### config.mk
export PLATFORM = sky130hd
export DESIGN_NAME = cache_rw_ctrl
export DESIGN_NICKNAME = d
export VERILOG_FILES = /design/src/logic/cache_pkg.sv /design/src/logic/cache_rw_ctrl.sv
export SDC_FILE = /design/constraint.sdc
export NUM_CORES = 1
export LEC_CHECK = 0
export BUFFER_PORTS_ARGS = -buffer_cell sky130_fd_sc_hd__buf_2
export CORE_AREA = 2 2 144 146
export CTS_BUF_LIST = sky130_fd_sc_hd__clkbuf_4 sky130_fd_sc_hd__clkbuf_8
export DETAILED_ROUTE_END_ITERATION = 16
export DIE_AREA = 0 0 146 148
export PLACE_DENSITY = 0.74
export SETUP_SLACK_MARGIN = 0.1
export SYNTH_ARGS = -nofsm -noshare
export SYNTH_HDL_FRONTEND = slang
export SYNTH_SLANG_ARGS = --single-unit
### constraint.sdc
create_clock -name clk -period 4.3 [get_ports clk]
set_clock_uncertainty 0.05 [all_clocks]
set_input_delay 0.86 -clock clk [delete_from_list [all_inputs] [get_ports clk]]
set_output_delay 0.86 -clock clk [all_outputs]
set_load 0.01 [all_outputs]
### src/logic/cache_pkg.sv
package cache_pkg;

  // Cache geometry
  localparam int num_ways    = 4;
  localparam int offset_w    = 6;
  localparam int index_w     = 5;
  localparam int tag_w       = 21;
  localparam int word_sel_w  = 4;
  localparam int data_addr_w = index_w + word_sel_w;
  localparam int num_sets    = 1 << index_w;
  localparam int data_depth  = 1 << data_addr_w;

  // Top nibble of the uncached IO window
  localparam logic [3:0] io_region = 4'hF;

  typedef logic [31:0]            addr_t;
  typedef logic [31:0]            word_t;
  typedef logic [3:0]             be_t;
  typedef logic [1:0]             way_t;
  typedef logic [index_w-1:0]     index_t;
  typedef logic [tag_w-1:0]       tag_t;
  typedef logic [data_addr_w-1:0] data_addr_t;

  typedef enum logic [1:0] {
    cmd_nop    = 2'd0,
    cmd_refill = 2'd1,
    cmd_io     = 2'd2
  } rw_cmd_e;

  typedef enum logic {
    st_idle,
    st_wait
  } rw_state_e;

  typedef struct packed {
    addr_t addr;
    word_t wdata;
    be_t   be;
    logic  read;
    logic  write;
  } cpu_req_t;

  typedef struct packed {
    logic hit;
    way_t hit_way;
    logic has_free;
    way_t free_way;
  } lookup_t;

  // Driven by the external refill agent
  typedef struct packed {
    logic  tag_we;
    logic  data_we;
    way_t  way;
    addr_t addr;
    tag_t  tag;
    word_t wdata;
    be_t   be;
  } refill_wr_t;

  function automatic index_t to_index(input addr_t a);
    return a[offset_w +: index_w];
  endfunction

  function automatic tag_t to_tag(input addr_t a);
    return a[offset_w + index_w +: tag_w];
  endfunction

  // Set index followed by word within the line
  function automatic data_addr_t to_data_addr(input addr_t a);
    return {to_index(a), a[offset_w-1 -: word_sel_w]};
  endfunction

endpackage

### src/logic/cache_rw_ctrl.sv
`timescale 1ns/100ps

module cache_rw_ctrl import cache_pkg::*; (
  input  logic     clk,
  input  logic     rest,
  input  cpu_req_t cpu_req,
  input  logic     refill_done,
  input  word_t    refill_rdata,
  input  lookup_t  lookup,
  input  word_t    rd_word,
  input  be_t      rd_readable,
  output logic     wait_request,
  output word_t    read_data,
  output logic     read_data_valid,
  output rw_cmd_e  refill_cmd,
  output cpu_req_t refill_info,
  output lookup_t  refill_lookup,
  output logic     rd_en,
  output addr_t    rd_addr,
  output addr_t    cmp_addr,
  output logic     hit_wr_en,
  output be_t      hit_wr_be,
  output word_t    hit_wr_data,
  output be_t      hit_readable
);

  rw_state_e state;
  cpu_req_t  stage;
  cpu_req_t  wbuf;
  logic      accept;
  logic      fwd_hit;
  word_t     fwd_word;
  be_t       fwd_readable;
  logic      is_io;
  logic      rd_fault;
  logic      wr_fault;
  logic      fault;

  // Write buffer covers the store write still in flight
  assign fwd_hit = wbuf.write && (wbuf.addr[31:2] == stage.addr[31:2]);

  always_comb begin
    fwd_word = rd_word;
    for (int b = 0; b < 4; b++) begin
      if (fwd_hit && wbuf.be[b]) begin
        fwd_word[8*b +: 8] = wbuf.wdata[8*b +: 8];
      end
    end
  end

  assign fwd_readable = fwd_hit ? (rd_readable | wbuf.be) : rd_readable;

  // Fault decision for the request under evaluation
  assign is_io    = stage.addr[31:28] == io_region;
  assign rd_fault = stage.read &&
                    (is_io || !lookup.hit || ((fwd_readable & stage.be) != stage.be));
  assign wr_fault = stage.write && (is_io || !lookup.hit);
  assign fault    = (state == st_idle) && (rd_fault || wr_fault);

  // Stalled until the agent signals done
  assign wait_request = (state == st_idle) ? fault : !refill_done;
  assign accept       = !wait_request;

  assign rd_en    = accept;
  assign rd_addr  = cpu_req.addr;
  assign cmp_addr = stage.addr;

  assign read_data       = (state == st_wait) ? refill_rdata : fwd_word;
  assign read_data_valid = (state == st_idle) ? (stage.read && !fault)
                                              : (stage.read && refill_done);

  // Write hit path into the data and readable stores
  assign hit_wr_en    = (state == st_idle) && stage.write && !fault;
  assign hit_wr_be    = stage.be;
  assign hit_wr_data  = stage.wdata;
  assign hit_readable = fwd_readable | stage.be;

  assign refill_info = stage;

  always_ff @(posedge clk or negedge rest) begin
    if (!rest) begin
      stage      <= '0;
      wbuf       <= '0;
      state      <= st_idle;
      refill_cmd <= cmd_nop;
    end else begin
      if (accept) begin
        stage <= cpu_req;
      end
      if (hit_wr_en) begin
        wbuf <= stage;
      end else if ((state == st_wait) && refill_done) begin
        // Refill may have rewritten the buffered word
        wbuf <= '0;
      end
      case (state)
        st_idle: begin
          if (fault) begin
            state      <= st_wait;
            refill_cmd <= is_io ? cmd_io : cmd_refill;
          end
        end
        st_wait: begin
          if (refill_done) begin
            state      <= st_idle;
            refill_cmd <= cmd_nop;
          end
        end
        default: begin
          state      <= st_idle;
          refill_cmd <= cmd_nop;
        end
      endcase
    end
  end

  // Lookup frozen while the agent works on the stalled request
  always_ff @(posedge clk) begin
    if (state == st_idle) begin
      refill_lookup <= lookup;
    end
  end

endmodule

==> results.yml, run 1 <==
routing:
  wl_per_cell_um: 17.80
  antenna_left: 0
  vias_per_cell: 4.961
  drc: 0
  drtPass1Iterations: 5
  drt_iter0_markers: 303
  dr_total_vias: 5705
  wl_um: 20480
cells_and_area:
  diodes: 0
  syn2layout_area_growth_pct: 24.10
  post-route-util_pct: 45.84
  num-fill-cells: 1888
  fin_cells: 1150
  nets: 1015
  drive_gt1_share_pct: 52.95
logic_synthesis:
  synth.avg_cell_area_um2: 12.15
  async_reset_ff_share_pct: 95.89
  yosys_warnings: 0
  syn_area_um2: 7402
  ys_types: 35
  syn_inst: 609
  ys.flop_type: "dfrtp_1"
  synth.ff_latch_count: 146
  seq_area_frac_synth_pct: 49.76
  syn_nets: 756
  synth_edf_count: 6
clocking:
  cts_sinks: 146
  clock-root-buffer: "clkbuf_8"
  cts_buffer_depth: 2
  cts_buffers: 17
  cts_tree: "built"
  htree_levels: 4
  clkTransAtPathRegs_ps: 80
  insertion_delay_ps: 440
worst_setup_path:
  critical_path_class: "flop to output pin"
  r2r-start: "cmp_addr[30]$_DFFE_PN0N_"
  path_cells: "nand4_1 -> nand2_1 -> nand3_1 -> o21ai_0 -> a311oi_2 -> a21oi_4 -> inv_1 -> buf_2"
  cp-start-kind: "flop"
  reg2regPathDepth: 8
  worstSetupEndpointType: "output pin"
  critPathRequiredTime_ps: 3390
  r2r_slack_ps: 770
  r2r-end: "cmp_addr[21]$_DFFE_PN0N_"
  max_stage_delay_ps: 500
  cp_max_fo: 13
  arrival_ps: 2920
  slowest_stage: "dfrtp_1"
pwr:
  power_w: 0.007230
  p_leak_nw: 4.704
  p_per_area_nw_per_um2: 787.0
  peakVddDrop_mv: 0.3510
grt:
  grt_first_pass_wirelength_um: 31150
  grt_use_total_pct: 18.43
  overflow: 0
  grt_pass1_vias: 5458
  antenna_found_initial: 0
  grt_start_max_net_pins: 81
sta:
  grt_setup_unrepaired: "no"
  hold_viol_final: 0
  tns_ps: 0
  fin_ws_ps: 468.5
  finalCritPeriodShare_pct: 89.10
  period_needed_ps: 3832
  fmax_mhz: 261.0
  timing.slew.headroom_pct: 45.33
  worst_pin_slew_ps: 820.0
  setup_violations: 0
  finalMaxSlewViolations: 0
job:
  cap_violations: 0
place:
  dp.cells: 1114
  portBuffers: 364
  gp_congestion: 0.8346
  hpwlAfterDp_um: 14750
  place_ws_ps: 465.9
hold_path:
  min_path_type: "input pin to async pin"
outcome:
  status: "completed"
floorplanning:
  die_h_um: 148
  row_count: 52
  dieArea_um2: 21610
  pin_count: 365
  start_util_pct: 36.94
  die_w_um: 146
  core_area_um2: 20040
## report_power, final
part / leakage (nW) / switching [W] / internal, W / total [W]
clock: 0.236 / 0.000523 / 0.000764 / 0.00129
combinational: 2.65 / 0.00176 / 0.00152 / 0.00328
sequential: 1.82 / 0.000658 / 0.00201 / 0.00267
## state kept, by name (all words and copies together), names as in the netlist
| name | flops |
|---|---|
| cmp_addr | 32 |
| hit_wr_be | 4 |
| hit_wr_data | 32 |
| refill_cmd | 2 |
| refill_info | 2 |
| refill_lookup | 6 |
| state | 1 |
| wbuf | 67 |
## logic make-up after synthesis
kind of cell	after synthesis	synth area share [%]
AO/OA/AOI/OAI	116	13.18
XOR/XNOR	29	3.431
buffers and inverters	146	13.93
flip-flops	146	49.76
multiplexers	102	14.96
AND/OR/NAND/NOR	70	4.733
## cell usage in the layout (no fill, tap or decap), types with 14 or more instances in the layout
master,instances
clkbuf_8,18
buf_2,363
o21ai_0,34
dfrtp_1,139
nand2_1,41
mux2_1,23
buf_4,14
a32o_1,66
mux2_2,46
xnor2_1,19
mux2i_1,33
## worst max-delay path by stage
stage,to,slack [ps],from
2_1_floorplan,read_data_valid,1090,cmp_addr[29]$_DFFE_PN0N_
3_5_place_dp,read_data_valid,470,cmp_addr[29]$_DFFE_PN0N_
6_report,rd_en,470,cmp_addr[30]$_DFFE_PN0N_
3_3_place_gp,read_data_valid,650,cmp_addr[29]$_DFFE_PN0N_
5_1_grt,rd_en,180,cmp_addr[30]$_DFFE_PN0N_
4_1_cts,read_data_valid,110,cmp_addr[12]$_DFFE_PN0N_
## cell usage after synthesis, types with 4 or more instances
library cell / n / share of area, %
and3_1: 4 / 0.34
mux2i_1: 33 / 4.5
a311oi_1: 4 / 0.47
o21ai_0: 34 / 2.3
a32o_1: 66 / 8.9
nand2_1: 42 / 2.1
nand4_1: 8 / 0.68
clkbuf_1: 17 / 0.86
buf_4: 105 / 11
dfrtp_1: 140 / 47
buf_6: 11 / 1.7
xnor2_1: 19 / 2.2
nand3_1: 4 / 0.27
edfxtp_1: 6 / 2.4
mux2_1: 23 / 3.5
xor2_1: 10 / 1.2
inv_1: 8 / 0.41
mux2_2: 46 / 7.0
buf_2: 5 / 0.34
## layer usage
layer	track usage [%]	share of wire (%)	vias to the layer above
met2	29.86	49	221
met5	0	0	-
met3	3.642	5.6	16
met1	25.25	44	2824
met4	5.388	1.5	0
li1	-	-	2644
## cell type report
| type | count | area, um^2 | area share (%) |
|---|---|---|---|
| sequential | 146 | 3685 | 40.11 |
| multi-input combinational | 317 | 2721 | 29.62 |
| timing repair buffer | 378 | 1933 | 21.04 |
| tap | 270 | 337.8 | 3.677 |
| clock buffer | 18 | 247.7 | 2.697 |
| clock inverter | 13 | 231.5 | 2.520 |
| inverter | 8 | 30.03 | 0.3269 |
## critical path, delay by kind of cell, from the launching register on
kind                   cells  cell delay, ps
buffers and inverters      2             310
DFF                        1             500
AOI/OAI and AO/OA          3             850
and+or+nand+nor            3             820
## repair_timing
action / 4_1_cts / 5_1_grt
buffers inserted: 0 / 5
hold buffers: 0 / 0
resized for setup: 2 / 1
setup endpoints to repair: 3 / 5
pin swaps: 0 / 2
cloned: 0 / 0
## metrics by stage
stage	area [um^2]	hold slack (ps)
6_report	9186	425.8
4_1_cts	9143	421.0
3_3_place_gp	8651	445.9
2_1_floorplan	7402	393.3
3_5_place_dp	8651	452.5
5_1_grt	9186	456.1
(Power assumes the default switching activity.)
==> inputs of run 2 (changes only) <==
Settings changed: CTS_BUF_LIST sky130_fd_sc_hd__clkbuf_4 sky130_fd_sc_hd__clkbuf_8 to sky130_fd_sc_hd__clkbuf_4.
==> results.yml, run 2 (synthesis gave the netlist of run 1 again) <==
outcome:
  status: "completed"
cells_and_area:
  num-fill-cells: 1904
  drive_gt1_share_pct: 53.33
  syn2layout_area_growth_pct: 23.48
  layout.cells.most_common: "buf_2"
  final_cell_mix: "363 x buf_2, 139 x dfrtp_1, 66 x a32o_1"
  fin_area_um2: 9140
  top_register: "wbuf"
  nets: 1020
  largest_reg_flops: 67
routing:
  vias_per_cell: 4.982
  antenna_left: 0
  drtPass1Iterations: 4
  dr_total_vias: 5759
  wl_per_cell_um: 17.78
  drc: 0
  drt_iter0_markers: 292
  wl_um: 20550
clocking:
  cts_buffer_depth: 2
  clock-root-buffer: "clkbuf_4"
  clkTransAtPathRegs_ps: 140
  cts_buffers: 17
  cts_tree: "built"
  cts_sinks: 146
  htree_levels: 4
  insertion_delay_ps: 550
pwr:
  peakVddDrop_mv: 0.3489
  p_per_area_nw_per_um2: 776.6
  p_leak_nw: 4.693
grt:
  antenna_found_initial: 1
  grt_first_pass_wirelength_um: 31220
  grt_use_total_pct: 18.56
  grt_start_max_net_pins: 81
  overflow: 0
  grt_pass1_vias: 5467
sta:
  fmax_mhz: 253.6
  worst_pin_slew_ps: 826.3
  period_needed_ps: 3943
  tns_ps: 0
  finalCritPeriodShare_pct: 91.71
  timing.hold.ws_ps: 291.2
  timing.slew.headroom_pct: 44.91
  hold_viol_final: 0
  setup_violations: 0
  grt_setup_unrepaired: "yes"
  finalMaxSlewViolations: 0
worst_setup_path:
  r2r-end: "hit_wr_data[29]$_DFFE_PN0N_"
  worstSetupEndpointType: "output pin"
  arrival_ps: 3030
  reg2regPathDepth: 9
  r2r_slack_ps: 950
  cp-start-kind: "flop"
  critPathRequiredTime_ps: 3390
  cp_max_fo: 10
  critical_path_class: "flop to output pin"
  r2r-start: "cmp_addr[31]$_DFFE_PN0N_"
floorplanning:
  core_area_um2: 20040
  die_w_um: 146
  start_util_pct: 36.94
  die_h_um: 148
  dieArea_um2: 21610
  row_count: 52
  pin_count: 365
place:
  placed_area_um2: 8651
  hpwlAfterDp_um: 14750
  portBuffers: 364
  gp_congestion: 0.8346
hold_path:
  min_path_type: "input pin to async pin"
job:
  cap_violations: 0
==> run 2: report_power, final <==
part / switching, W / total (W) / internal (W)
registers: 0.000661 / 0.00266 / 0.00200
logic: 0.00178 / 0.00336 / 0.00158
clock network: 0.000505 / 0.00108 / 0.000575
total: 0.00294 / 0.00710 / 0.00416
==> run 2: worst max path at each step <==
stage | start | to | slack, ps
2_1_floorplan | cmp_addr[29]$_DFFE_PN0N_ | read_data_valid | 1090
3_3_place_gp | cmp_addr[29]$_DFFE_PN0N_ | read_data_valid | 650
3_5_place_dp | cmp_addr[29]$_DFFE_PN0N_ | read_data_valid | 470
4_1_cts | cmp_addr[21]$_DFFE_PN0N_ | read_data_valid | 100
5_1_grt | cmp_addr[21]$_DFFE_PN0N_ | read_data_valid | 70
6_report | cmp_addr[22]$_DFFE_PN0N_ | read_data_valid | 360
==> run 2: repair_timing <==
item                       CTS  global route
setup endpoints to repair    5             5
gates resized for setup      3             3
hold buffers                 0             0
setup buffers                2             8
pin swaps                    1             4
==> run 2: area by class of cell <==
class	count	area, um^2	share of cell area [%]
sequential	146	3685	40.31
multi-input combinational	317	2739	29.97
timing repair buffer	383	1983	21.70
tap	270	337.8	3.696
clock inverter	14	235.2	2.574
clock buffer	17	127.6	1.396
inverter	8	30.03	0.3285
antenna	1	2.502	0.02738
==> run 2: per-stage QoR <==
step                      std cells  utilization, %  worst slack (ps)  power (W)
after floorplan                 609               -              1092   0.005061
after global placement         1114           43.17             650.5   0.005908
after detailed placement       1114           43.17             465.9   0.005984
after CTS                      1147           45.15             103.4   0.007097
after global routing           1156           45.61             71.83   0.007562
final                          1156           45.61             356.6   0.007099
==> run 2: metal layers <==
| layer | vias to the layer above | GRT usage [%] | part of all wire, % |
|---|---|---|---|
| met3 | 17 | 3.549 | 6.3 |
| met5 | - | 0 | 0 |
| met1 | 2844 | 25.25 | 43 |
| met4 | 0 | 6.019 | 1.5 |
| li1 | 2659 | - | - |
| met2 | 239 | 30.07 | 49 |
==> run 2: worst max-delay path, cell delays in order (launching register included) <==
cell      delay (ps)
dfrtp_1          450
xnor2_1          210
nand4_1          190
nor4_4           400
nand4_1          130
buf_4            220
a211oi_4         200
buf_4            180
a21oi_4           70
buf_4            190
nor2_1           100
buf_2            140
